File: src/common/armCtrlPkg.sv
package armCtrlPkg;

  // ==================================================
  // Vector types
  // ==================================================
  typedef logic [31:0] instrT;     // Raw instruction word
  typedef logic [3:0]  condT;      // Bits 31:28
  typedef logic [3:0]  flagsT;     // N Z C V, N on top
  typedef logic [3:0]  aluCtrlT;   // DP opcode
  typedef logic [3:0]  byteMaskT;  // One bit per byte lane
  typedef logic [1:0]  flagWriteT; // [1] NZ, [0] CV

  // ==================================================
  // Condition field encodings
  // ==================================================
  localparam condT condEq = 4'b0000;  // Z set
  localparam condT condNe = 4'b0001;
  localparam condT condCs = 4'b0010;  // Unsigned higher or same
  localparam condT condCc = 4'b0011;
  localparam condT condMi = 4'b0100;
  localparam condT condPl = 4'b0101;
  localparam condT condVs = 4'b0110;
  localparam condT condVc = 4'b0111;
  localparam condT condHi = 4'b1000;
  localparam condT condLs = 4'b1001;
  localparam condT condGe = 4'b1010;  // Signed compares
  localparam condT condLt = 4'b1011;
  localparam condT condGt = 4'b1100;
  localparam condT condLe = 4'b1101;
  localparam condT condAl = 4'b1110;  // Always

  // ALU ops forced for address generation
  localparam aluCtrlT aluAdd = 4'b0100;
  localparam aluCtrlT aluSub = 4'b0010;

  // Instruction class, bits 27:26
  localparam logic [1:0] classDp  = 2'b00;
  localparam logic [1:0] classMem = 2'b01;
  localparam logic [1:0] classBr  = 2'b10;

endpackage

File: src/decode/instrDecoder.sv
module instrDecoder import armCtrlPkg::*; (
  input  instrT      InstrD,
  output logic [1:0] RegSrcD,      // Register port source select
  output logic [1:0] ImmSrcD,      // Immediate extend select
  output logic       AluSrcD,
  output logic       MemtoRegD,
  output logic       RegWriteD,
  output logic       MemWriteD,
  output logic       BranchD,
  output logic       ByteAccessD,
  output aluCtrlT    AluControlD,
  output flagWriteT  FlagWriteD,
  output logic       PcSrcD
);

  logic [9:0] controlsD;     // Packed main decode word
  logic       regWriteRawD;  // Before compare kill
  logic       aluOpD;        // Opcode passes to ALU
  logic       memClassD;
  logic       cmpTypeD;

  // ==================================================
  // Main decoder
  // ==================================================
  // Word layout RegSrc_ImmSrc_AluSrc_MemtoReg_RegWrite_MemWrite_Branch_AluOp
  always_comb begin
    case (InstrD[27:26])
      classDp: begin
        if (InstrD[25]) begin
          controlsD = 10'b00_00_1_0_1_0_0_1;  // DP immediate operand
        end else begin
          controlsD = 10'b00_00_0_0_1_0_0_1;  // DP register operand
        end
      end
      classMem: begin
        // I bit set means register offset here
        case ({InstrD[20], InstrD[25]})
          2'b10:   controlsD = 10'b00_01_1_1_1_0_0_0;  // LDR imm
          2'b11:   controlsD = 10'b00_01_0_1_1_0_0_0;  // LDR reg
          2'b00:   controlsD = 10'b10_01_1_0_0_1_0_0;  // STR imm
          default: controlsD = 10'b10_01_0_0_0_1_0_0;  // STR reg
        endcase
      end
      classBr:  controlsD = 10'b01_10_1_0_0_0_1_0;  // B
      default:  controlsD = '0;                     // Coproc and SWI space unused
    endcase
  end

  assign {RegSrcD, ImmSrcD, AluSrcD, MemtoRegD,
          regWriteRawD, MemWriteD, BranchD, aluOpD} = controlsD;

  assign memClassD = (InstrD[27:26] == classMem);

  // ==================================================
  // ALU decoder
  // ==================================================
  always_comb begin
    if (memClassD) begin
      // U bit picks offset direction
      AluControlD = InstrD[23] ? aluAdd : aluSub;
      FlagWriteD  = 2'b00;
    end else if (aluOpD) begin
      AluControlD = InstrD[24:21];      // Opcode straight through
      FlagWriteD  = {2{InstrD[20]}};    // S bit
    end else begin
      AluControlD = aluAdd;             // Branch target sum
      FlagWriteD  = 2'b00;
    end
  end

  // TST TEQ CMP CMN only touch flags
  assign cmpTypeD  = aluOpD & (InstrD[24:23] == 2'b10);
  assign RegWriteD = regWriteRawD & ~cmpTypeD;

  assign ByteAccessD = memClassD & InstrD[22];  // B bit of LDRB/STRB

  // Write to R15 redirects fetch
  assign PcSrcD = RegWriteD & (InstrD[15:12] == 4'hf);

endmodule

File: src/execute/executeStage.sv
module executeStage import armCtrlPkg::*; (
  input  logic        clk,
  input  logic        rstN,
  input  logic        StallE,
  input  logic        FlushE,
  input  instrT       InstrD,
  input  logic        AluSrcD,
  input  aluCtrlT     AluControlD,
  input  flagWriteT   FlagWriteD,
  input  logic        BranchD,
  input  logic        RegWriteD,
  input  logic        MemWriteD,
  input  logic        MemtoRegD,
  input  logic        PcSrcD,
  input  logic        ByteAccessD,
  input  flagsT       FlagsE,       // Forwarded flags
  input  logic [31:0] ALUResultE,   // Store address
  output logic        AluSrcE,
  output aluCtrlT     AluControlE,
  output flagWriteT   FlagWriteE,
  output logic        CondExE,
  output logic        BranchTakenE,
  output logic        RegWriteGatedE,
  output logic        MemWriteGatedE,
  output logic        MemtoRegE,
  output logic        PcSrcGatedE,
  output byteMaskT    ByteMaskE
);

  localparam int CtrlW = 17;

  logic [CtrlW-1:0] ctrlD;
  logic [CtrlW-1:0] ctrlE;
  condT             condE;
  logic             branchE;
  logic             regWriteE;
  logic             memWriteE;
  logic             pcSrcE;
  logic             byteAccessE;
  logic             nFlag, zFlag, cFlag, vFlag;

  // ==================================================
  // Decode to Execute register
  // ==================================================
  assign ctrlD = {InstrD[31:28], AluSrcD, AluControlD, FlagWriteD, BranchD,
                  RegWriteD, MemWriteD, MemtoRegD, PcSrcD, ByteAccessD};

  always_ff @(posedge clk or negedge rstN) begin
    if (!rstN) begin
      ctrlE <= '0;
    end else if (FlushE) begin
      ctrlE <= '0;                // Bubble
    end else if (!StallE) begin
      ctrlE <= ctrlD;
    end
  end

  assign {condE, AluSrcE, AluControlE, FlagWriteE, branchE,
          regWriteE, memWriteE, MemtoRegE, pcSrcE, byteAccessE} = ctrlE;

  // ==================================================
  // Condition check
  // ==================================================
  assign {nFlag, zFlag, cFlag, vFlag} = FlagsE;

  always_comb begin
    case (condE)
      condEq:  CondExE = zFlag;
      condNe:  CondExE = ~zFlag;
      condCs:  CondExE = cFlag;
      condCc:  CondExE = ~cFlag;
      condMi:  CondExE = nFlag;
      condPl:  CondExE = ~nFlag;
      condVs:  CondExE = vFlag;
      condVc:  CondExE = ~vFlag;
      condHi:  CondExE = cFlag & ~zFlag;
      condLs:  CondExE = ~cFlag | zFlag;
      condGe:  CondExE = (nFlag == vFlag);
      condLt:  CondExE = (nFlag != vFlag);
      condGt:  CondExE = ~zFlag & (nFlag == vFlag);
      condLe:  CondExE = zFlag | (nFlag != vFlag);
      condAl:  CondExE = 1'b1;
      default: CondExE = 1'b0;    // 1111 never executes here
    endcase
  end

  // Failed condition turns the instruction into a no-op
  assign BranchTakenE   = branchE & CondExE;
  assign RegWriteGatedE = regWriteE & CondExE;
  assign MemWriteGatedE = memWriteE & CondExE;
  assign PcSrcGatedE    = pcSrcE & CondExE;

  // ==================================================
  // Store lane mask
  // ==================================================
  always_comb begin
    if (!MemWriteGatedE) begin
      ByteMaskE = 4'b0000;                          // No store, no lanes
    end else if (byteAccessE) begin
      ByteMaskE = 4'b0001 << ALUResultE[1:0];       // STRB lane
    end else begin
      ByteMaskE = 4'b1111;                          // Full word
    end
  end

endmodule

File: src/logic/memWbPipe.sv
module memWbPipe import armCtrlPkg::*; (
  input  logic     clk,
  input  logic     rstN,
  input  logic     StallM,
  input  logic     FlushM,
  input  logic     StallW,
  input  logic     FlushW,
  input  logic     RegWriteGatedE,
  input  logic     MemWriteGatedE,
  input  logic     MemtoRegE,
  input  logic     PcSrcGatedE,
  input  byteMaskT ByteMaskE,
  output logic     RegWriteM,
  output logic     MemWriteM,
  output logic     MemtoRegM,
  output byteMaskT ByteMaskM,
  output logic     MemtoRegW,
  output logic     RegWriteW,
  output logic     PcSrcW
);

  logic [7:0] bankM;   // RegWrite MemWrite MemtoReg PcSrc mask
  logic [2:0] bankW;   // MemtoReg RegWrite PcSrc
  logic       pcSrcM;

  // ==================================================
  // Memory stage
  // ==================================================
  always_ff @(posedge clk or negedge rstN) begin
    if (!rstN) begin
      bankM <= '0;
    end else if (FlushM) begin
      bankM <= '0;
    end else if (!StallM) begin
      bankM <= {RegWriteGatedE, MemWriteGatedE, MemtoRegE, PcSrcGatedE, ByteMaskE};
    end
  end

  assign {RegWriteM, MemWriteM, MemtoRegM, pcSrcM, ByteMaskM} = bankM;

  // ==================================================
  // Writeback stage
  // ==================================================
  always_ff @(posedge clk or negedge rstN) begin
    if (!rstN) begin
      bankW <= '0;
    end else if (FlushW) begin
      bankW <= '0;                 // Flush beats stall
    end else if (!StallW) begin
      bankW <= {MemtoRegM, RegWriteM, pcSrcM};
    end
  end

  assign {MemtoRegW, RegWriteW, PcSrcW} = bankW;

endmodule

File: src/logic/flagTracker.sv
module flagTracker import armCtrlPkg::*; (
  input  logic      clk,
  input  logic      rstN,
  input  logic      StallM,
  input  logic      FlushM,
  input  logic      StallW,
  input  logic      FlushW,
  input  flagWriteT FlagWriteE,
  input  logic      CondExE,
  input  flagsT     ALUFlagsE,
  output flagsT     FlagsE
);

  flagsT flagsNextE;   // Current flags with ALU result merged in
  logic  setE;
  flagsT flagsM, flagsW;
  logic  setM, setW;
  flagsT nzcvQ;        // Committed NZCV

  // Partial update keeps the untouched pair
  assign flagsNextE = {FlagWriteE[1] ? ALUFlagsE[3:2] : FlagsE[3:2],
                       FlagWriteE[0] ? ALUFlagsE[1:0] : FlagsE[1:0]};
  assign setE       = (|FlagWriteE) & CondExE;

  // ==================================================
  // Pending flags in Memory and Writeback
  // ==================================================
  always_ff @(posedge clk or negedge rstN) begin
    if (!rstN) begin
      {flagsM, setM} <= '0;
      {flagsW, setW} <= '0;
    end else begin
      if (FlushM) {flagsM, setM} <= '0;
      else if (!StallM) {flagsM, setM} <= {flagsNextE, setE};
      if (FlushW) {flagsW, setW} <= '0;
      else if (!StallW) {flagsW, setW} <= {flagsM, setM};
    end
  end

  // Commit as the setter leaves Writeback
  always_ff @(posedge clk or negedge rstN) begin
    if (!rstN) begin
      nzcvQ <= '0;
    end else if (setW && !StallW) begin
      nzcvQ <= flagsW;
    end
  end

  // Youngest pending update wins
  assign FlagsE = setM ? flagsM : (setW ? flagsW : nzcvQ);

endmodule

File: src/logic/armController.sv
module armController import armCtrlPkg::*; (
  input  logic        clk,
  input  logic        rstN,
  input  instrT       InstrD,
  input  flagsT       ALUFlagsE,
  input  logic [31:0] ALUResultE,
  input  logic        StallE,
  input  logic        FlushE,
  input  logic        StallM,
  input  logic        FlushM,
  input  logic        StallW,
  input  logic        FlushW,
  output logic [1:0]  RegSrcD,
  output logic [1:0]  ImmSrcD,
  output logic        AluSrcE,
  output aluCtrlT     AluControlE,
  output logic        BranchTakenE,
  output flagsT       FlagsE,
  output logic        RegWriteM,
  output logic        MemWriteM,
  output logic        MemtoRegM,
  output byteMaskT    ByteMaskM,
  output logic        MemtoRegW,
  output logic        RegWriteW,
  output logic        PcSrcW
);

  // Decode controls
  logic      aluSrcD, memtoRegD, regWriteD, memWriteD, branchD, byteAccessD, pcSrcD;
  aluCtrlT   aluControlD;
  flagWriteT flagWriteD;
  // Gated Execute controls
  flagWriteT flagWriteE;
  logic      condExE, regWriteGatedE, memWriteGatedE, memtoRegE, pcSrcGatedE;
  byteMaskT  byteMaskE;

  instrDecoder i_instrDecoder (
    .InstrD, .RegSrcD, .ImmSrcD,
    .AluSrcD(aluSrcD), .MemtoRegD(memtoRegD), .RegWriteD(regWriteD),
    .MemWriteD(memWriteD), .BranchD(branchD), .ByteAccessD(byteAccessD),
    .AluControlD(aluControlD), .FlagWriteD(flagWriteD), .PcSrcD(pcSrcD)
  );

  executeStage i_executeStage (
    .clk, .rstN, .StallE, .FlushE, .InstrD,
    .AluSrcD(aluSrcD), .AluControlD(aluControlD), .FlagWriteD(flagWriteD),
    .BranchD(branchD), .RegWriteD(regWriteD), .MemWriteD(memWriteD),
    .MemtoRegD(memtoRegD), .PcSrcD(pcSrcD), .ByteAccessD(byteAccessD),
    .FlagsE, .ALUResultE, .AluSrcE, .AluControlE,
    .FlagWriteE(flagWriteE), .CondExE(condExE), .BranchTakenE,
    .RegWriteGatedE(regWriteGatedE), .MemWriteGatedE(memWriteGatedE),
    .MemtoRegE(memtoRegE), .PcSrcGatedE(pcSrcGatedE), .ByteMaskE(byteMaskE)
  );

  memWbPipe i_memWbPipe (
    .clk, .rstN, .StallM, .FlushM, .StallW, .FlushW,
    .RegWriteGatedE(regWriteGatedE), .MemWriteGatedE(memWriteGatedE),
    .MemtoRegE(memtoRegE), .PcSrcGatedE(pcSrcGatedE), .ByteMaskE(byteMaskE),
    .RegWriteM, .MemWriteM, .MemtoRegM, .ByteMaskM,
    .MemtoRegW, .RegWriteW, .PcSrcW
  );

  // Flags loop back into the condition check
  flagTracker i_flagTracker (
    .clk, .rstN, .StallM, .FlushM, .StallW, .FlushW,
    .FlagWriteE(flagWriteE), .CondExE(condExE), .ALUFlagsE, .FlagsE
  );

endmodule

File: config.mk
export PLATFORM = sky130hd
export DESIGN_NAME = armController
export DESIGN_NICKNAME = d
export VERILOG_FILES = /design/src/common/armCtrlPkg.sv /design/src/decode/instrDecoder.sv /design/src/execute/executeStage.sv /design/src/logic/memWbPipe.sv /design/src/logic/flagTracker.sv /design/src/logic/armController.sv
export SDC_FILE = /design/constraint.sdc
export NUM_CORES = 1
export LEC_CHECK = 0
export BUFFER_PORTS_ARGS = -buffer_cell sky130_fd_sc_hd__buf_2
export CAP_MARGIN = 20
export CORE_ASPECT_RATIO = 1.75
export CORE_MARGIN = 1.5
export CORE_UTILIZATION = 35
export CTS_CLUSTER_DIAMETER = 60
export DETAILED_ROUTE_END_ITERATION = 8
export GPL_ROUTABILITY_DRIVEN = 0
export PLACE_DENSITY = 0.7
export SYNTH_ARGS = -nofsm -noshare
export SYNTH_HDL_FRONTEND = slang
export SYNTH_SLANG_ARGS = --single-unit
File: constraint.sdc
create_clock -name clk -period 2.8 [get_ports clk]
set_input_delay 0.42 -clock clk [delete_from_list [all_inputs] [get_ports clk]]
set_output_delay 0.42 -clock clk [all_outputs]
set_load 0.02 [all_outputs]
==> impl_metrics.toml <==
[status]
status = "finished with violations"
violations = "negative setup slack"

[power]
vdd_drop_max_v = 0.000270
power_frac_comb = 0.112
p_sw_frac = 0.240
p_per_area_nw_per_um2 = 459
clockPowerShare = 0.395
power_leakage_uw = 0.00136
pwr-share-seq = 0.493
p_int_uw = 946
switchingPower_uw = 298

[place]
dp.cells = 353
dpl.hpwl_um = 3660
portBuffers = 53

[drt]
vias_per_cell = 5.08
drc = 0
via_count = 1860
drtAntennaViolNets = 0
drt_wl_total_um = 5060
dr.first_iter.drc_count = 123
wl_per_cell_um = 13.8
dr.pass1.iters = 5

[final_layout]
fin_nets = 361
final_cells = 366
drive_gt1_frac = 0.297
fillers = 650
antenna_cells = 0
fin_util = 0.432
synthToLayoutAreaGrowth_pct = 18.1

[floorplan]
row_count = 38
floorplan.initialDensity = 0.366
core-area_um2 = 6280
die_y_um = 110
ioPinCount = 100
die_area_um2 = 7070
die_w_um = 64.2

[logic_synthesis]
netlist_area_um2 = 2290
netlist_instances = 242
ys_top_cells_by_count = "47 x nor2_1, 41 x dfrtp_1, 23 x mux2i_1, 15 x a21oi_1, 14 x inv_1"
yosys_most_used_dff = "dfrtp_1"
ys_ff_latch = 41
yosysMostFrequentCell = "nor2_1"
synth_nets = 318
syn_avg_cell_area_um2 = 9.48
synth-edff-count = 0
synth_area_leaders = "dfrtp_1 45%, mux2i_1 10%, nor2_1 7.7%, buf_4 3.6%, a21oi_1 3.3%"
yosysWarnings = 0
ys_seq_area_frac = 0.447
yosysTopAreaCell = "dfrtp_1"
async_flop_share = 1.00
synth_cell_types = 44
synth_top_cell_area_share = 0.447

[clock_tree]
htreeDepth = 2
tritoncts = "yes"
postCtsHoldBufs = 0
clk_path_buf_depth = 2
worstSkewPairLatency_ns = 0.30
root_buffer = "clkbuf_8"
clk_pin_slew_ns = 0.08
cts_sinks = 41
cts_buffers = 5

[global_route]
grt_pass1_wl_um = 8310
grt_remaining_overflow = 0
grt_max_degree = 42
track_usage = 0.148
grt_use_met2 = 0.257
met1_usage = 0.180
grt.busiest_layer = "met2"
grt_pass1_vias = 1772
met3_usage = 0.0284
antenna_found_initial = 0

[setup_path]
reg2reg_slack_ns = 0.52
ff2ff_path_depth = 7
rr_endpoint = "i_memWbPipe.bankM[7]"
r2r-start = "i_flagTracker.setW"
crit_required_ns = 2.38
cp-startpoint = "i_flagTracker.setW"
critical_path_class = "reg2out"
start_kind = "flip-flop"
crit_path_end_kind = "output port"
crit_fanout = 6
crit_arrival_ns = 2.40
crit_path_end = "BranchTakenE"

[sta]
slew_viol_final = 0
relSlewSlack = 0.391
hold_ws_ns = 0.255
layout_setup_ws_ns = -0.0234
fin_skew_ns = 0.00932
finalCritPeriodShare = 1.01
fmax_ghz = 0.354
rsz0062_at_grt = "true"
finalCriticalPeriod_ns = 2.82
finalHoldViolations = 0
tightest_slew_ns = 0.913
finalSetupTns_ns = -0.0234
setup_viol = 1

[job]
max_cap_viol_count = 0

[min_path]
worstHoldPathType = "in2async"
repair_timing:
action / in CTS / in global routing
setup buffers: 5 / 0
endpoints found under the hold margin: 0 / 0
gates resized for setup: 3 / 2
pin swaps: 3 / 1
setup endpoints to repair: 1 / 1
stage by stage:
step,setup slack (ns),instance area (um^2),total power [uW]
finish,-0.0234,2710,1240
global route,-0.120,2710,1300
CTS,0.000998,2700,1260
detailed placement,0.112,2540,762
global placement,0.147,2540,759
floorplan,0.380,2290,712
registers in the layout (all words and copies together) (netlist names):
register,count
i_flagTracker.setW,1
i_flagTracker.nzcvQ,4
i_memWbPipe.bankM,8
i_flagTracker.flagsM,4
i_memWbPipe.bankW,3
i_flagTracker.flagsW,4
i_flagTracker.setM,1
i_executeStage.ctrlE,16
critical path, stage by stage, from the launching register on:
cell and delay (ns):
dfrtp_2 0.47, buf_4 0.16, mux2_4 0.22, nor3_1 0.06
o311a_1 0.42, nor4_4 0.32, nand2_2 0.14, and2_1 0.17
buf_2 0.15
kinds of logic after synthesis:
family	after synthesis	share of synthesized area
buf+inv	39	0.0862
mux	31	0.150
xor+xnor	2	0.00763
compound gates	44	0.130
simple gates	85	0.178
flops	41	0.447
layer usage:
metal  share of wire  up-vias
li1                -      903
met1            0.41      886
met2            0.53       61
met3           0.039       10
met4           0.021        0
met5               0        -
area by class of cell:
class | count | area [um^2] | share of cell area
Multi-Input combinational cell | 162 | 1090 | 0.402
Sequential cell | 41 | 1030 | 0.379
Timing Repair Buffer | 61 | 325 | 0.120
Tap cell | 80 | 100 | 0.0369
Clock buffer | 7 | 86.3 | 0.0319
Inverter | 14 | 52.6 | 0.0194
Clock inverter | 1 | 30.0 | 0.0111
cell usage in the layout, fill, tap and decap left out, types with 6 or more instances in the layout:
master / instances
buf_2: 53
inv_1: 14
clkbuf_8: 6
nand2_1: 11
mux2i_1: 22
dfrtp_1: 40
nor2b_1: 6
o21ai_0: 7
a21oi_1: 14
buf_4: 8
nor2_1: 47
worst min path at each step:
stage                                    start                      end  slack, ns  depth (start not counted)
final                                     rstN     i_memWbPipe.bankM[0]       0.25                          1
after detailed placement  i_memWbPipe.bankM[1]     i_memWbPipe.bankM[1]       0.48                          1
after global placement    i_memWbPipe.bankM[1]     i_memWbPipe.bankM[1]       0.47                          1
after global routing                      rstN     i_memWbPipe.bankM[0]       0.33                          1
after floorplan                           rstN  i_executeStage.ctrlE[0]       0.12                          0
after CTS                                 rstN  i_flagTracker.flagsW[0]       0.29                          1
power groups by stage:
stage               registers [uW]  clock network, uW  logic [uW]
floorplan                      623                  0        89.2
global placement               624                  0         135
detailed placement             625                  0         137
CTS                            613                503         140
global route                   615                527         156
finish                         614                491         139
Note: power is estimated with default switching activity, not from simulation.
